==> src/common/axi_pkg.sv <==
package axi_pkg;

    localparam int ADDR_W     = 32;
    localparam int DATA_W     = 32;
    localparam int LINE_W     = 128;
    localparam int BEATS      = 4;
    localparam int ID_W       = 4;
    localparam int LEN_W      = 8;
    localparam int FIFO_DEPTH = 4;
    localparam int MEM_WORDS  = 256;

    localparam int STRB_W     = DATA_W / 8;
    localparam int WORD_LSB   = $clog2(STRB_W);
    localparam int MEM_AW     = $clog2(MEM_WORDS);
    localparam int BEAT_W     = $clog2(BEATS);
    localparam int FIFO_PTR_W = $clog2(FIFO_DEPTH);

    localparam logic [2:0]       AXI_SIZE    = 3'(WORD_LSB);
    localparam logic [1:0]       BURST_FIXED = 2'b00;
    localparam logic [1:0]       BURST_INCR  = 2'b01;
    localparam logic [LEN_W-1:0] LEN_LINE    = LEN_W'(BEATS - 1);
    localparam logic [LEN_W-1:0] LEN_SINGLE  = '0;

    typedef enum logic [1:0] {
        REG_MEM  = 2'd0,
        REG_DMA  = 2'd1,
        REG_AES  = 2'd2,
        REG_NONE = 2'd3
    } region_e;

    typedef enum logic [ID_W-1:0] {
        ID_CPU2MEM = 4'd0,
        ID_CPU2DMA = 4'd1,
        ID_CPU2AES = 4'd2
    } axi_id_e;

    typedef enum logic [1:0] {
        RESP_OKAY   = 2'b00,
        RESP_SLVERR = 2'b10
    } resp_e;

    typedef enum logic [1:0] {
        WR_IDLE,
        WR_ADDR,
        WR_DATA,
        WR_RESP
    } wr_state_e;

    typedef enum logic [1:0] {
        RD_IDLE,
        RD_ADDR,
        RD_DATA
    } rd_state_e;

    typedef struct packed {
        logic [ADDR_W-1:0] addr;
        logic [LINE_W-1:0] data;
    } cpu_req_t;

    typedef struct packed {
        axi_id_e           id;
        logic [ADDR_W-1:0] addr;
        logic [LEN_W-1:0]  len;
        logic [2:0]        size;
        logic [1:0]        burst;
    } aw_req_t;

    // AR carries the same fields as AW.
    typedef aw_req_t ar_req_t;

    typedef struct packed {
        logic [DATA_W-1:0] data;
        logic [STRB_W-1:0] strb;
        logic              last;
    } w_beat_t;

    typedef struct packed {
        axi_id_e id;
        resp_e   resp;
    } b_resp_t;

    typedef struct packed {
        axi_id_e           id;
        logic [DATA_W-1:0] data;
        resp_e             resp;
        logic              last;
    } r_beat_t;

    function automatic region_e addr_region(input logic [ADDR_W-1:0] addr);
        case (addr[19:16])
            4'h0:    return REG_MEM;
            4'h1:    return REG_DMA;
            4'h2:    return REG_AES;
            default: return REG_NONE;
        endcase
    endfunction

endpackage

==> src/axi_master/axi_rd_engine.sv <==
module axi_rd_engine (
    input  logic                       clk_i,
    input  logic                       rst_ni,
    input  logic                       cs_i,
    input  logic                       we_i,
    input  logic [axi_pkg::ADDR_W-1:0] addr_i,
    output logic                       rd_busy_o,
    output axi_pkg::ar_req_t           ar_req_o,
    output logic                       ar_valid_o,
    input  logic                       ar_ready_i,
    input  axi_pkg::r_beat_t           r_beat_i,
    input  logic                       r_valid_i,
    output logic                       r_ready_o,
    output logic [axi_pkg::LINE_W-1:0] rdata_o,
    output logic                       rvalid_o,
    output logic                       rd_err_o
);
    import axi_pkg::*;

    rd_state_e         state_q;
    logic [ADDR_W-1:0] addr_q;
    logic [BEAT_W-1:0] beat_q;
    logic              err_q;
    logic              beat_err;
    logic [LINE_W-1:0] line_q;
    logic [LINE_W-1:0] line_d;

    assign rd_busy_o  = (state_q != RD_IDLE);
    assign ar_valid_o = (state_q == RD_ADDR);
    assign r_ready_o  = (state_q == RD_DATA);
    assign beat_err   = (r_beat_i.resp != RESP_OKAY);

    always_comb begin
        ar_req_o.addr  = addr_q;
        ar_req_o.size  = AXI_SIZE;
        ar_req_o.len   = LEN_LINE;
        ar_req_o.burst = BURST_INCR;
        ar_req_o.id    = ID_CPU2MEM;
        case (addr_region(addr_q))
            REG_DMA: ar_req_o.id = ID_CPU2DMA;
            REG_AES: begin
                ar_req_o.id    = ID_CPU2AES;
                ar_req_o.len   = LEN_SINGLE;
                ar_req_o.burst = BURST_FIXED;
            end
            default: ;
        endcase
    end

    // Line with the incoming beat dropped into its slot.
    always_comb begin
        line_d = line_q;
        line_d[beat_q*DATA_W +: DATA_W] = r_beat_i.data;
    end

    always_ff @(posedge clk_i) begin
        if (!rst_ni) begin
            state_q  <= RD_IDLE;
            beat_q   <= '0;
            err_q    <= 1'b0;
            rvalid_o <= 1'b0;
            rd_err_o <= 1'b0;
        end else begin
            rvalid_o <= 1'b0;
            rd_err_o <= 1'b0;
            case (state_q)
                RD_IDLE: begin
                    if (cs_i && !we_i) begin
                        state_q <= RD_ADDR;
                        beat_q  <= '0;
                        err_q   <= 1'b0;
                    end
                end
                RD_ADDR: begin
                    if (ar_ready_i)
                        state_q <= RD_DATA;
                end
                RD_DATA: begin
                    if (r_valid_i) begin
                        beat_q <= beat_q + 1'b1;
                        err_q  <= err_q | beat_err;
                        if (r_beat_i.last) begin
                            state_q  <= RD_IDLE;
                            rvalid_o <= 1'b1;
                            rd_err_o <= err_q | beat_err;
                        end
                    end
                end
                default: state_q <= RD_IDLE;
            endcase
        end
    end

    // Slots above a single beat stay zero.
    always_ff @(posedge clk_i) begin
        if (state_q == RD_IDLE && cs_i && !we_i) begin
            addr_q <= addr_i;
            line_q <= '0;
        end else if (r_valid_i && r_ready_o) begin
            line_q <= line_d;
            if (r_beat_i.last)
                rdata_o <= line_d;
        end
    end

    a_r_beat_count: assert property (@(posedge clk_i) disable iff (!rst_ni)
        r_valid_i && r_ready_o |-> r_beat_i.last == (LEN_W'(beat_q) == ar_req_o.len))
        else $error("R burst length differs from the requested length");

endmodule

==> config.mk <==
export PLATFORM = sky130hd
export DESIGN_NAME = axi_rd_engine
export DESIGN_NICKNAME = d
export VERILOG_FILES = /design/src/common/axi_pkg.sv /design/src/axi_master/axi_rd_engine.sv
export SDC_FILE = /design/constraint.sdc
export NUM_CORES = 1
export LEC_CHECK = 0
export ABC_AREA = 0
export BUFFER_PORTS_ARGS = -buffer_cell sky130_fd_sc_hd__buf_2
export CAP_MARGIN = 0
export CORE_ASPECT_RATIO = 0.8
export CORE_UTILIZATION = 38
export DETAILED_ROUTE_END_ITERATION = 8
export GPL_TIMING_DRIVEN = 0
export PLACE_DENSITY_LB_ADDON = 0.25
export SLEW_MARGIN = 20
export SYNTH_ARGS = -nofsm -noshare
export SYNTH_HDL_FRONTEND = slang
export SYNTH_SLANG_ARGS = --single-unit
==> constraint.sdc <==
create_clock -name clk_i -period 5 [get_ports clk_i]
set_input_delay 0.5 -clock clk_i [delete_from_list [all_inputs] [get_ports clk_i]]
set_output_delay 0.5 -clock clk_i [all_outputs]
set_load 0.005 [all_outputs]
==> impl_results.md <==
- Warning count from the yosys run: 0
- Pwr Density: 372 mW/mm²
- Clock Sinks: 295
- Failing checks: design-rule violations
- Final Critical Period: ~2800 ps
- Antenna-violating nets left: 0
- # H-tree levels: 1
- CTS-repair resized insts: 0
- CTS tree: built
- Post-Syn Area: 0.0110 mm²
- Final hold vios: 0
- CP required: 5390 ps
- Maximum capacitance violations: 0
- Vias per cell: 5.36
- Routed wire length: 29.8 mm
- Hold Path Class: input port to flop
- Commonest non-fill, non-tap cells in the layout: buf_2, edfxtp_1, dfxtp_1
- Max Fclk: 351 MHz
- Vias in the first global route: between 7k and 8k
- DRC: 34
- Fin. max-slew vios: 0
- Largest net degree at the start of global routing: between 50 and 60
- Number of buffers created by CTS: 30
- Worst-margin pin slew: 824 ps
- Synthesized instance count: 779
- Syn-to-layout area delta: 24.1%
- # rows: 55
- Main synth FF type: edfxtp_1
- Hold Buf Count CTS: 0
- Relative slew slack: around 45%
- Cells after DPL: 1,374
- Die H: around 150 µm
- Initial Utilization: between 30% and 40%
- Worst Setup Path Type: flop to flop
- Antenna violations before repair: 0
- Post-Syn Area per Cell: 14.2 µm²
- Root Buffer: clkbuf_16
- Ant. Diodes: 0
- Number of distinct library cells after synthesis: 35
- DP HPWL: 21.1 mm
- Io pins: 259
- Peak VDD IR: 0.235 mV
- Asr flop ratio synth: 0%
- Drt wl/cell: 20.8 µm
- Die Area: 0.0298 mm²
- Total Power: just over 5 mW
- Final period util: 56.9%
- Max FO, Critical Path: 10
- Worst-Skew Late Latency: 540 ps
- Crit end category: flop
- First-pass GRT wire length: 44.1 mm
- CTS clk-pin slew, worst paths: 60 ps
- Post-synthesis sequential area ratio: about two thirds
- Initial drt markers: 528
- I/O Buffers: 210
- Gr usage total: 19.6%
- Commonest non-fill, non-tap cell in the layout: buf_2
- Non-Filler Instances: between 1k and 1.5k
- Clock Path Buffers: 3
- Die X: 193 µm
- Clock Skews: ~6.9 ps
- Core Area: 0.0284 mm²
- DR pass1 iterations: 7
- Via total after detailed routing: ~7.7k
- Layout cells sized above 1: 31.1%
- Number of post-CTS setup repair buffers: 0
- RSZ-0062 raised after global routing: no
- Hold Slack: 128 ps
- Flops & latches, synth: 295
- Total grt overflow: 0
- Final nets: 1,118
- Fin util: 48.2%
- Pleak: 5.35 nW
- Status: complete, but fails checks
- Final Setup Violations: 0
- Worst Setup Start Kind: flop
- Placer Congestion: 0.779
- Worst EP arrival: roughly 3200 ps
- Number of flops mapped to enable cells by yosys: 160
worst paths after layout:
check	start	endpoint	slack, ps	cells after the start
setup / recovery	beat_q[0]	rdata_o[66]	2150	6
hold / removal	addr_i[22]	addr_q[22]	130	1
setup reg to reg	beat_q[0]	rdata_o[66]	2150	6
hold reg to reg	line_q[18]	line_q[18]	460	1
critical path, stage by stage (launching register included):
cell and delay (ps):
dfxtp_1 500, inv_1 230, ha_1 420, nand2b_1 170
nor4_4 580, clkbuf_1 510, a22o_1 280
sequential cells by signal (all words and copies together) (netlist names):
signal    cells
state_q       2
rvalid_o      1
rdata_o     128
addr_q       32
rd_err_o      1
err_q         1
line_q      128
beat_q        2
per-stage QoR:
stage	cell area (µm²)	setup WS, ps	TNS (ps)
2_1_floorplan	11100	784	0
3_3_place_gp	12600	-750	-93980
3_5_place_dp	12700	2170	0
4_1_cts	13700	2150	0
5_1_grt	13700	1930	0
6_report	13700	2150	0
synthesized netlist by cell type (3+ instances only):
| library cell | n | area [µm²] |
|---|---|---|
| edfxtp_1 | 160 | 4800 |
| buf_2 | 20 | 100 |
| nand2_1 | 36 | 135 |
| a31oi_1 | 4 | 25.0 |
| ha_1 | 5 | 62.6 |
| o21ai_0 | 32 | 160 |
| buf_1 | 5 | 18.8 |
| nor3b_1 | 3 | 22.5 |
| dfxtp_1 | 135 | 2700 |
| inv_1 | 38 | 143 |
| clkbuf_1 | 40 | 150 |
| a22o_1 | 96 | 841 |
| a32o_1 | 128 | 1280 |
| nor2b_1 | 4 | 25.0 |
| buf_4 | 46 | 345 |
where the power goes:
group | internal, mW | total [mW] | switching [mW]
logic | 0.0826 | 0.224 | 0.141
clock network | 1.38 | 2.29 | 0.908
registers | 2.58 | 2.59 | 0.0134
area by class of cell:
cell class	count	area (µm²)
Fill cell	2563	14700
Timing Repair Buffer	215	1140
Clock buffer	52	947
Inverter	40	150
Multi-Input combinational cell	343	2820
Buffer	111	614
Sequential cell	295	7510
Tap cell	370	463
Clock inverter	4	68.8
layer usage:
metal | up-vias | global-route usage [%] | part of all wire, %
met5 | - | 0 | 0
met4 | 0 | 3.30 | 1.3
met3 | 29 | 4.18 | 7.8
met2 | 312 | 29.2 | 43
met1 | 3788 | 29.5 | 48
li1 | 3539 | - | -
cell families (layout without fill, tap and decap cells):
family	after synthesis	count (layout)	synth area share, %
flops	295	295	68.0
compound gates	266	266	21.3
buf+inv	151	422	6.92
simple gates	60	60	3.22
fa+ha+maj	5	5	0.566
other cells	2	12	0.0680
Power figures use the tool's default switching activity.
