**src/common/axi_pkg.sv**
```systemverilog
package axi_pkg;

    localparam int ADDR_W     = 32;
    localparam int DATA_W     = 32;
    localparam int LINE_W     = 128;
    localparam int BEATS      = 4;
    localparam int ID_W       = 4;
    localparam int LEN_W      = 8;
    localparam int FIFO_DEPTH = 4;
    localparam int MEM_WORDS  = 256;

    localparam int STRB_W     = DATA_W / 8;
    localparam int WORD_LSB   = $clog2(STRB_W);
    localparam int MEM_AW     = $clog2(MEM_WORDS);
    localparam int BEAT_W     = $clog2(BEATS);
    localparam int FIFO_PTR_W = $clog2(FIFO_DEPTH);

    localparam logic [2:0]       AXI_SIZE    = 3'(WORD_LSB);
    localparam logic [1:0]       BURST_FIXED = 2'b00;
    localparam logic [1:0]       BURST_INCR  = 2'b01;
    localparam logic [LEN_W-1:0] LEN_LINE    = LEN_W'(BEATS - 1);
    localparam logic [LEN_W-1:0] LEN_SINGLE  = '0;

    typedef enum logic [1:0] {
        REG_MEM  = 2'd0,
        REG_DMA  = 2'd1,
        REG_AES  = 2'd2,
        REG_NONE = 2'd3
    } region_e;

    typedef enum logic [ID_W-1:0] {
        ID_CPU2MEM = 4'd0,
        ID_CPU2DMA = 4'd1,
        ID_CPU2AES = 4'd2
    } axi_id_e;

    typedef enum logic [1:0] {
        RESP_OKAY   = 2'b00,
        RESP_SLVERR = 2'b10
    } resp_e;

    typedef enum logic [1:0] {
        WR_IDLE,
        WR_ADDR,
        WR_DATA,
        WR_RESP
    } wr_state_e;

    typedef enum logic [1:0] {
        RD_IDLE,
        RD_ADDR,
        RD_DATA
    } rd_state_e;

    typedef struct packed {
        logic [ADDR_W-1:0] addr;
        logic [LINE_W-1:0] data;
    } cpu_req_t;

    typedef struct packed {
        axi_id_e           id;
        logic [ADDR_W-1:0] addr;
        logic [LEN_W-1:0]  len;
        logic [2:0]        size;
        logic [1:0]        burst;
    } aw_req_t;

    // AR carries the same fields as AW.
    typedef aw_req_t ar_req_t;

    typedef struct packed {
        logic [DATA_W-1:0] data;
        logic [STRB_W-1:0] strb;
        logic              last;
    } w_beat_t;

    typedef struct packed {
        axi_id_e id;
        resp_e   resp;
    } b_resp_t;

    typedef struct packed {
        axi_id_e           id;
        logic [DATA_W-1:0] data;
        resp_e             resp;
        logic              last;
    } r_beat_t;

    function automatic region_e addr_region(input logic [ADDR_W-1:0] addr);
        case (addr[19:16])
            4'h0:    return REG_MEM;
            4'h1:    return REG_DMA;
            4'h2:    return REG_AES;
            default: return REG_NONE;
        endcase
    endfunction

endpackage

```
**src/axi_master/axi_wr_engine.sv**
```systemverilog
module axi_wr_engine (
    input  logic              clk_i,
    input  logic              rst_ni,
    input  logic              cs_i,
    input  logic              we_i,
    input  axi_pkg::cpu_req_t req_i,
    output logic              wr_full_o,
    output axi_pkg::aw_req_t  aw_req_o,
    output logic              aw_valid_o,
    input  logic              aw_ready_i,
    output axi_pkg::w_beat_t  w_beat_o,
    output logic              w_valid_o,
    input  logic              w_ready_i,
    input  axi_pkg::b_resp_t  b_resp_i,
    input  logic              b_valid_i,
    output logic              b_ready_o,
    output logic              wr_done_o,
    output logic              wr_err_o
);
    import axi_pkg::*;

    wr_state_e         state_q;
    cpu_req_t          head;
    cpu_req_t          line_q;
    logic              push;
    logic              pop;
    logic              fifo_empty;
    logic [BEAT_W-1:0] beat_q;

    // Writes are dropped while the queue is full.
    assign push      = cs_i && we_i && !wr_full_o;
    assign pop       = (state_q == WR_IDLE) && !fifo_empty;

    sync_fifo u_fifo (
        .clk_i,
        .rst_ni,
        .push_i  (push),
        .pop_i   (pop),
        .data_i  (req_i),
        .data_o  (head),
        .full_o  (wr_full_o),
        .empty_o (fifo_empty)
    );

    always_comb begin
        aw_req_o.addr  = line_q.addr;
        aw_req_o.size  = AXI_SIZE;
        aw_req_o.len   = LEN_LINE;
        aw_req_o.burst = BURST_INCR;
        aw_req_o.id    = ID_CPU2MEM;
        case (addr_region(line_q.addr))
            REG_DMA: aw_req_o.id = ID_CPU2DMA;
            REG_AES: begin
                aw_req_o.id    = ID_CPU2AES;
                aw_req_o.len   = LEN_SINGLE;
                aw_req_o.burst = BURST_FIXED;
            end
            default: ;
        endcase
    end

    assign aw_valid_o    = (state_q == WR_ADDR);
    assign w_valid_o     = (state_q == WR_DATA);
    assign b_ready_o     = (state_q == WR_RESP);
    assign w_beat_o.data = line_q.data[beat_q*DATA_W +: DATA_W];
    assign w_beat_o.strb = '1;
    assign w_beat_o.last = (LEN_W'(beat_q) == aw_req_o.len);

    always_ff @(posedge clk_i) begin
        if (!rst_ni) begin
            state_q   <= WR_IDLE;
            beat_q    <= '0;
            wr_done_o <= 1'b0;
            wr_err_o  <= 1'b0;
        end else begin
            wr_done_o <= 1'b0;
            wr_err_o  <= 1'b0;
            case (state_q)
                WR_IDLE: begin
                    if (pop) begin
                        state_q <= WR_ADDR;
                        beat_q  <= '0;
                    end
                end
                WR_ADDR: begin
                    if (aw_ready_i)
                        state_q <= WR_DATA;
                end
                WR_DATA: begin
                    if (w_ready_i) begin
                        beat_q <= beat_q + 1'b1;
                        if (w_beat_o.last)
                            state_q <= WR_RESP;
                    end
                end
                WR_RESP: begin
                    if (b_valid_i) begin
                        state_q   <= WR_IDLE;
                        wr_done_o <= 1'b1;
                        wr_err_o  <= (b_resp_i.resp != RESP_OKAY);
                    end
                end
                default: state_q <= WR_IDLE;
            endcase
        end
    end

    // Head line is captured as it leaves the queue.
    always_ff @(posedge clk_i) begin
        if (pop)
            line_q <= head;
    end

    a_aw_hold: assert property (@(posedge clk_i) disable iff (!rst_ni)
        aw_valid_o && !aw_ready_i |=> aw_valid_o && $stable(aw_req_o))
        else $error("AW request changed before the handshake");

endmodule

```
**src/design/sync_fifo.sv**
```systemverilog
module sync_fifo (
    input  logic              clk_i,
    input  logic              rst_ni,
    input  logic              push_i,
    input  logic              pop_i,
    input  axi_pkg::cpu_req_t data_i,
    output axi_pkg::cpu_req_t data_o,
    output logic              full_o,
    output logic              empty_o
);
    import axi_pkg::*;

    cpu_req_t            mem [FIFO_DEPTH];
    logic [FIFO_PTR_W:0] wr_ptr_q;
    logic [FIFO_PTR_W:0] rd_ptr_q;

    // Extra pointer bit tells a full buffer from an empty one.
    assign empty_o = (wr_ptr_q == rd_ptr_q);
    assign full_o  = (wr_ptr_q[FIFO_PTR_W] != rd_ptr_q[FIFO_PTR_W]) &&
                     (wr_ptr_q[FIFO_PTR_W-1:0] == rd_ptr_q[FIFO_PTR_W-1:0]);
    assign data_o  = mem[rd_ptr_q[FIFO_PTR_W-1:0]];

    always_ff @(posedge clk_i) begin
        if (!rst_ni) begin
            wr_ptr_q <= '0;
            rd_ptr_q <= '0;
        end else begin
            if (push_i)
                wr_ptr_q <= wr_ptr_q + 1'b1;
            if (pop_i)
                rd_ptr_q <= rd_ptr_q + 1'b1;
        end
    end

    always_ff @(posedge clk_i) begin
        if (push_i)
            mem[wr_ptr_q[FIFO_PTR_W-1:0]] <= data_i;
    end

    a_no_push_full: assert property (@(posedge clk_i) disable iff (!rst_ni)
        !(push_i && full_o))
        else $error("push into full FIFO");

    a_no_pop_empty: assert property (@(posedge clk_i) disable iff (!rst_ni)
        !(pop_i && empty_o))
        else $error("pop from empty FIFO");

endmodule

```
**config.mk**
```make
export PLATFORM = sky130hd
export DESIGN_NAME = axi_wr_engine
export DESIGN_NICKNAME = d
export VERILOG_FILES = /design/src/common/axi_pkg.sv /design/src/axi_master/axi_wr_engine.sv /design/src/design/sync_fifo.sv
export SDC_FILE = /design/constraint.sdc
export NUM_CORES = 1
export LEC_CHECK = 0
export BUFFER_PORTS_ARGS = -buffer_cell sky130_fd_sc_hd__buf_2
export CORE_AREA = 2 2 236 238
export DETAILED_ROUTE_END_ITERATION = 10
export DIE_AREA = 0 0 238 240
export PLACE_DENSITY_LB_ADDON = 0.05
export SETUP_SLACK_MARGIN = 0.05
export SLEW_MARGIN = 25
export SYNTH_ARGS = -nofsm -noshare
export SYNTH_HDL_FRONTEND = slang
export SYNTH_SLANG_ARGS = --single-unit
```
**constraint.sdc**
```tcl
create_clock -name clk_i -period 11.8 [get_ports clk_i]
set_input_delay 0.59 -clock clk_i [delete_from_list [all_inputs] [get_ports clk_i]]
set_output_delay 0.59 -clock clk_i [all_outputs]
set_load 0.01 [all_outputs]
```
==> flow_metrics.env <==
export IMPL_htreeDepth=3
export IMPL_critPathLaunchType="register"
export IMPL_maxCapViolations=0
export IMPL_firstDrtPassIters=4
export IMPL_core_area_um2=54700
export IMPL_fp_dieH_um=240
export IMPL_rsz0062_at_grt="false"
export IMPL_critPathLaunch="u_fifo.rd_ptr_q[1]"
export IMPL_start_util=0.545
export IMPL_worst_path_stages=5
export IMPL_synth_edff_count=800
export IMPL_multi_input_area_um2=4960
export IMPL_crit_arrival_ns=4.76
export IMPL_drc=0
export IMPL_status="complete, no violations"
export IMPL_grt_max_degree=125
export IMPL_critPathMostFrequentCell="buf_4"
export IMPL_finalSetupViolations=0
export IMPL_crit_end="u_fifo.mem[1][33]"
export IMPL_fin_skew_ns=0.0266
export IMPL_numCtsBuffers=82
export IMPL_tns_ns=0
export IMPL_slew_headroom=0.314
export IMPL_path_clk_slew_ns=0.06
export IMPL_grt_ovfl_total=0
export IMPL_die_w_um=238
export IMPL_crit_required_ns=12.03
export IMPL_fillers=3816
export IMPL_vias=12386
export IMPL_fin_crit_sh=0.384
export IMPL_initialDrtViolationCount=865
export IMPL_path_cells="xor2_2 -> o311a_4 -> and2_4 -> buf_4 -> buf_4"
export IMPL_routed_wl_mm=54.7
export IMPL_asyncSetResetFlopFracSynth=0
export IMPL_worst_path_buf_inv=2
export IMPL_use_met1=0.265
export IMPL_grt_pass1_vias=13186
export IMPL_grt_pass1_wl_mm=82.0
export IMPL_met2_usage=0.322
export IMPL_gp_congestion=0.708
export IMPL_synth_main_ff_cell="edfxtp_1"
export IMPL_synthCells=1174
export IMPL_grt_antenna_before_repair=14
export IMPL_dieArea_um2=57100
export IMPL_ctsResizeCount=0
export IMPL_avgSynthCellArea_um2=25.4
export IMPL_port_buffers=244
export IMPL_fin_hold_ws_ns=0.172
export IMPL_cp_top_family="buffers and inverters"
export IMPL_fmax_mhz=220
export IMPL_clkLatencyLatePin_ns=0.62
export IMPL_tightest_slew_ns=1.03
export IMPL_hpwl_mm=29.5
export IMPL_rr_worst_depth=5
export IMPL_final_layout_size_suffix_gt1_frac=0.385
export IMPL_min_period_ns=4.54
export IMPL_grt_total_usage=0.197
export IMPL_met3_usage=0.0494
export IMPL_post_drt_wl_per_cell_um=24.8
export IMPL_regToRegSetupSlack_ns=7.26
export IMPL_final_core_util=0.623
export IMPL_p_leak_nw=11.0
export IMPL_path_max_fanout=57
export IMPL_num_io_pins=265
export IMPL_area_growth_pct=14.3
export IMPL_yosysUniqueCellTypes=34
export IMPL_hp_class="in2reg"
export IMPL_worstReg2RegEnd="u_fifo.mem[1][33]"
export IMPL_cts_root_buffer="clkbuf_16"
export IMPL_yosysTopAreaCellShare=0.806
export IMPL_top_usage_layer="met2"
export IMPL_hold_viol=0
export IMPL_postRouteAntennaNets=0
export IMPL_synth_largest_area_cell="edfxtp_1"
export IMPL_regToRegStartpoint="u_fifo.rd_ptr_q[1]"
export IMPL_syn_area_um2=29800
export IMPL_cts_tree="built"
export IMPL_cpPeakStageDelay_ns=1.03
export IMPL_drv_slew=0
export IMPL_worstSetupEndpointType="register"
export IMPL_critPathKind="reg2reg"
export IMPL_cts_setup_buffers=0
export IMPL_via_per_inst=5.61
export IMPL_ir_worst_vdd_mv=0.180
export IMPL_placementRows=86
export IMPL_yosys_warnings=0
export IMPL_seq_area_frac_synth=0.814
export IMPL_cts_buffer_depth=3
export IMPL_holdBufCountCts=0
export IMPL_synth_area_leaders="edfxtp_1 81%, mux4_2 15%, buf_4 1.5%, dfxtp_1 0.81%, ha_1 0.42%"
export IMPL_synth_seq_cells=812
export IMPL_cts_sink_count=812
export IMPL_final_net_count=1619
export IMPL_power_density_nw_per_um2=218
export IMPL_regArea_um2=24300
export IMPL_crit_slowest_cell="dfxtp_4"
==> synth_stat cells, types with 2 or more instances <==
master    number
xor2_2         2
nand2_1        6
clkbuf_1      12
and2_1         7
nor3_1         2
nor2b_1        6
buf_4         60
ha_1          10
o21ai_0        2
conb_1         2
inv_1          9
edfxtp_1     800
buf_2         23
dfxtp_1       12
and3_1         2
mux4_2       192
mux2i_1        6
xnor2_1        4
o21ai_1        2
==> report_power, final <==
group / internal, mW / leakage [nW] / total, mW / switching [mW]
logic: 0.577 / 2.37 / 1.23 / 0.649
clock network: 1.41 / 1.24 / 2.43 / 1.02
registers: 3.62 / 7.41 / 3.77 / 0.146
total: 5.61 / 11.0 / 7.42 / 1.82
==> final cells by class <==
| cell class | instances | share of cell area |
|---|---|---|
| sequential | 812 | 0.713 |
| clock inverter | 47 | 0.00948 |
| antenna | 4 | 0.000294 |
| multi-input combinational | 272 | 0.146 |
| tap | 704 | 0.0259 |
| clock buffer | 100 | 0.0647 |
| inverter | 9 | 0.00114 |
| timing repair buffer | 259 | 0.0404 |
==> layout by cell type (no fill, tap or decap), types with 2 or more instances in the layout <==
master,Yosys,layout
and2_1,7,3
and2_4,0,4
and3_1,2,2
buf_12,0,3
buf_2,23,244
buf_4,60,11
bufinv_16,0,4
clkbuf_1,12,14
clkbuf_16,0,86
clkinv_1,0,23
clkinv_2,0,17
clkinvlp_4,0,2
conb_1,2,16
dfxtp_1,12,8
dfxtp_4,0,3
diode_2,0,4
edfxtp_1,800,800
ha_1,10,10
inv_1,9,8
mux2i_1,6,6
mux4_2,192,192
nand2_1,6,6
nor2b_1,6,6
nor3_1,2,2
o21ai_0,2,2
o21ai_1,2,2
xnor2_1,4,4
xor2_2,2,2
==> metal layers <==
metal | share of wire | vias up
met5 | 0.0017 | -
met4 | 0.017 | 16
met3 | 0.057 | 90
met2 | 0.51 | 272
met1 | 0.42 | 6546
li1 | - | 5462
==> state kept, by name, summed over array words and instances (netlist names) <==
name             flops
u_fifo.wr_ptr_q      3
u_fifo.rd_ptr_q      3
u_fifo.mem         640
aw_req_o            32
line_q             128
wr_done_o            1
state_q              2
wr_err_o             1
beat_q               2
==> worst min path at each step <==
stage	startpoint	endpoint	slack, ns	cells past startpoint
after floorplan	state_q[1]	state_q[1]	0.47	2
after global placement	u_fifo.wr_ptr_q[2]	u_fifo.wr_ptr_q[2]	0.48	2
after detailed placement	u_fifo.wr_ptr_q[2]	u_fifo.wr_ptr_q[2]	0.49	2
after CTS	b_resp_i[0]	wr_err_o	0.13	2
after global routing	req_i[64]	u_fifo.mem[3][64]	0.16	1
final	b_resp_i[0]	wr_err_o	0.17	2
==> metrics by stage <==
| step | worst slack, ns | instance area, um^2 | power, mW | std cells |
|---|---|---|---|---|
| after floorplan | 6.59 | 29900 | 4.76 | 1188 |
| after global placement | 7.14 | 31500 | 5.07 | 2055 |
| after detailed placement | 7.13 | 31500 | 5.09 | 2055 |
| after CTS | 7.11 | 34000 | 7.54 | 2202 |
| after global routing | 6.94 | 34100 | 7.74 | 2204 |
| final | 7.26 | 34100 | 7.42 | 2207 |
==> cells by family after synthesis <==
group	count (synthesis)	share of synthesized area
buffers and inverters	104	0.0216
AO/OA/AOI/OAI	11	0.00344
other	2	0.000252
AND/OR/NAND/NOR	29	0.00630
XOR/XNOR	7	0.00256
flip-flops	812	0.814
adder cells (fa/ha/maj)	10	0.00420
multiplexers	199	0.147
Note: power is estimated with default switching activity, not from simulation.
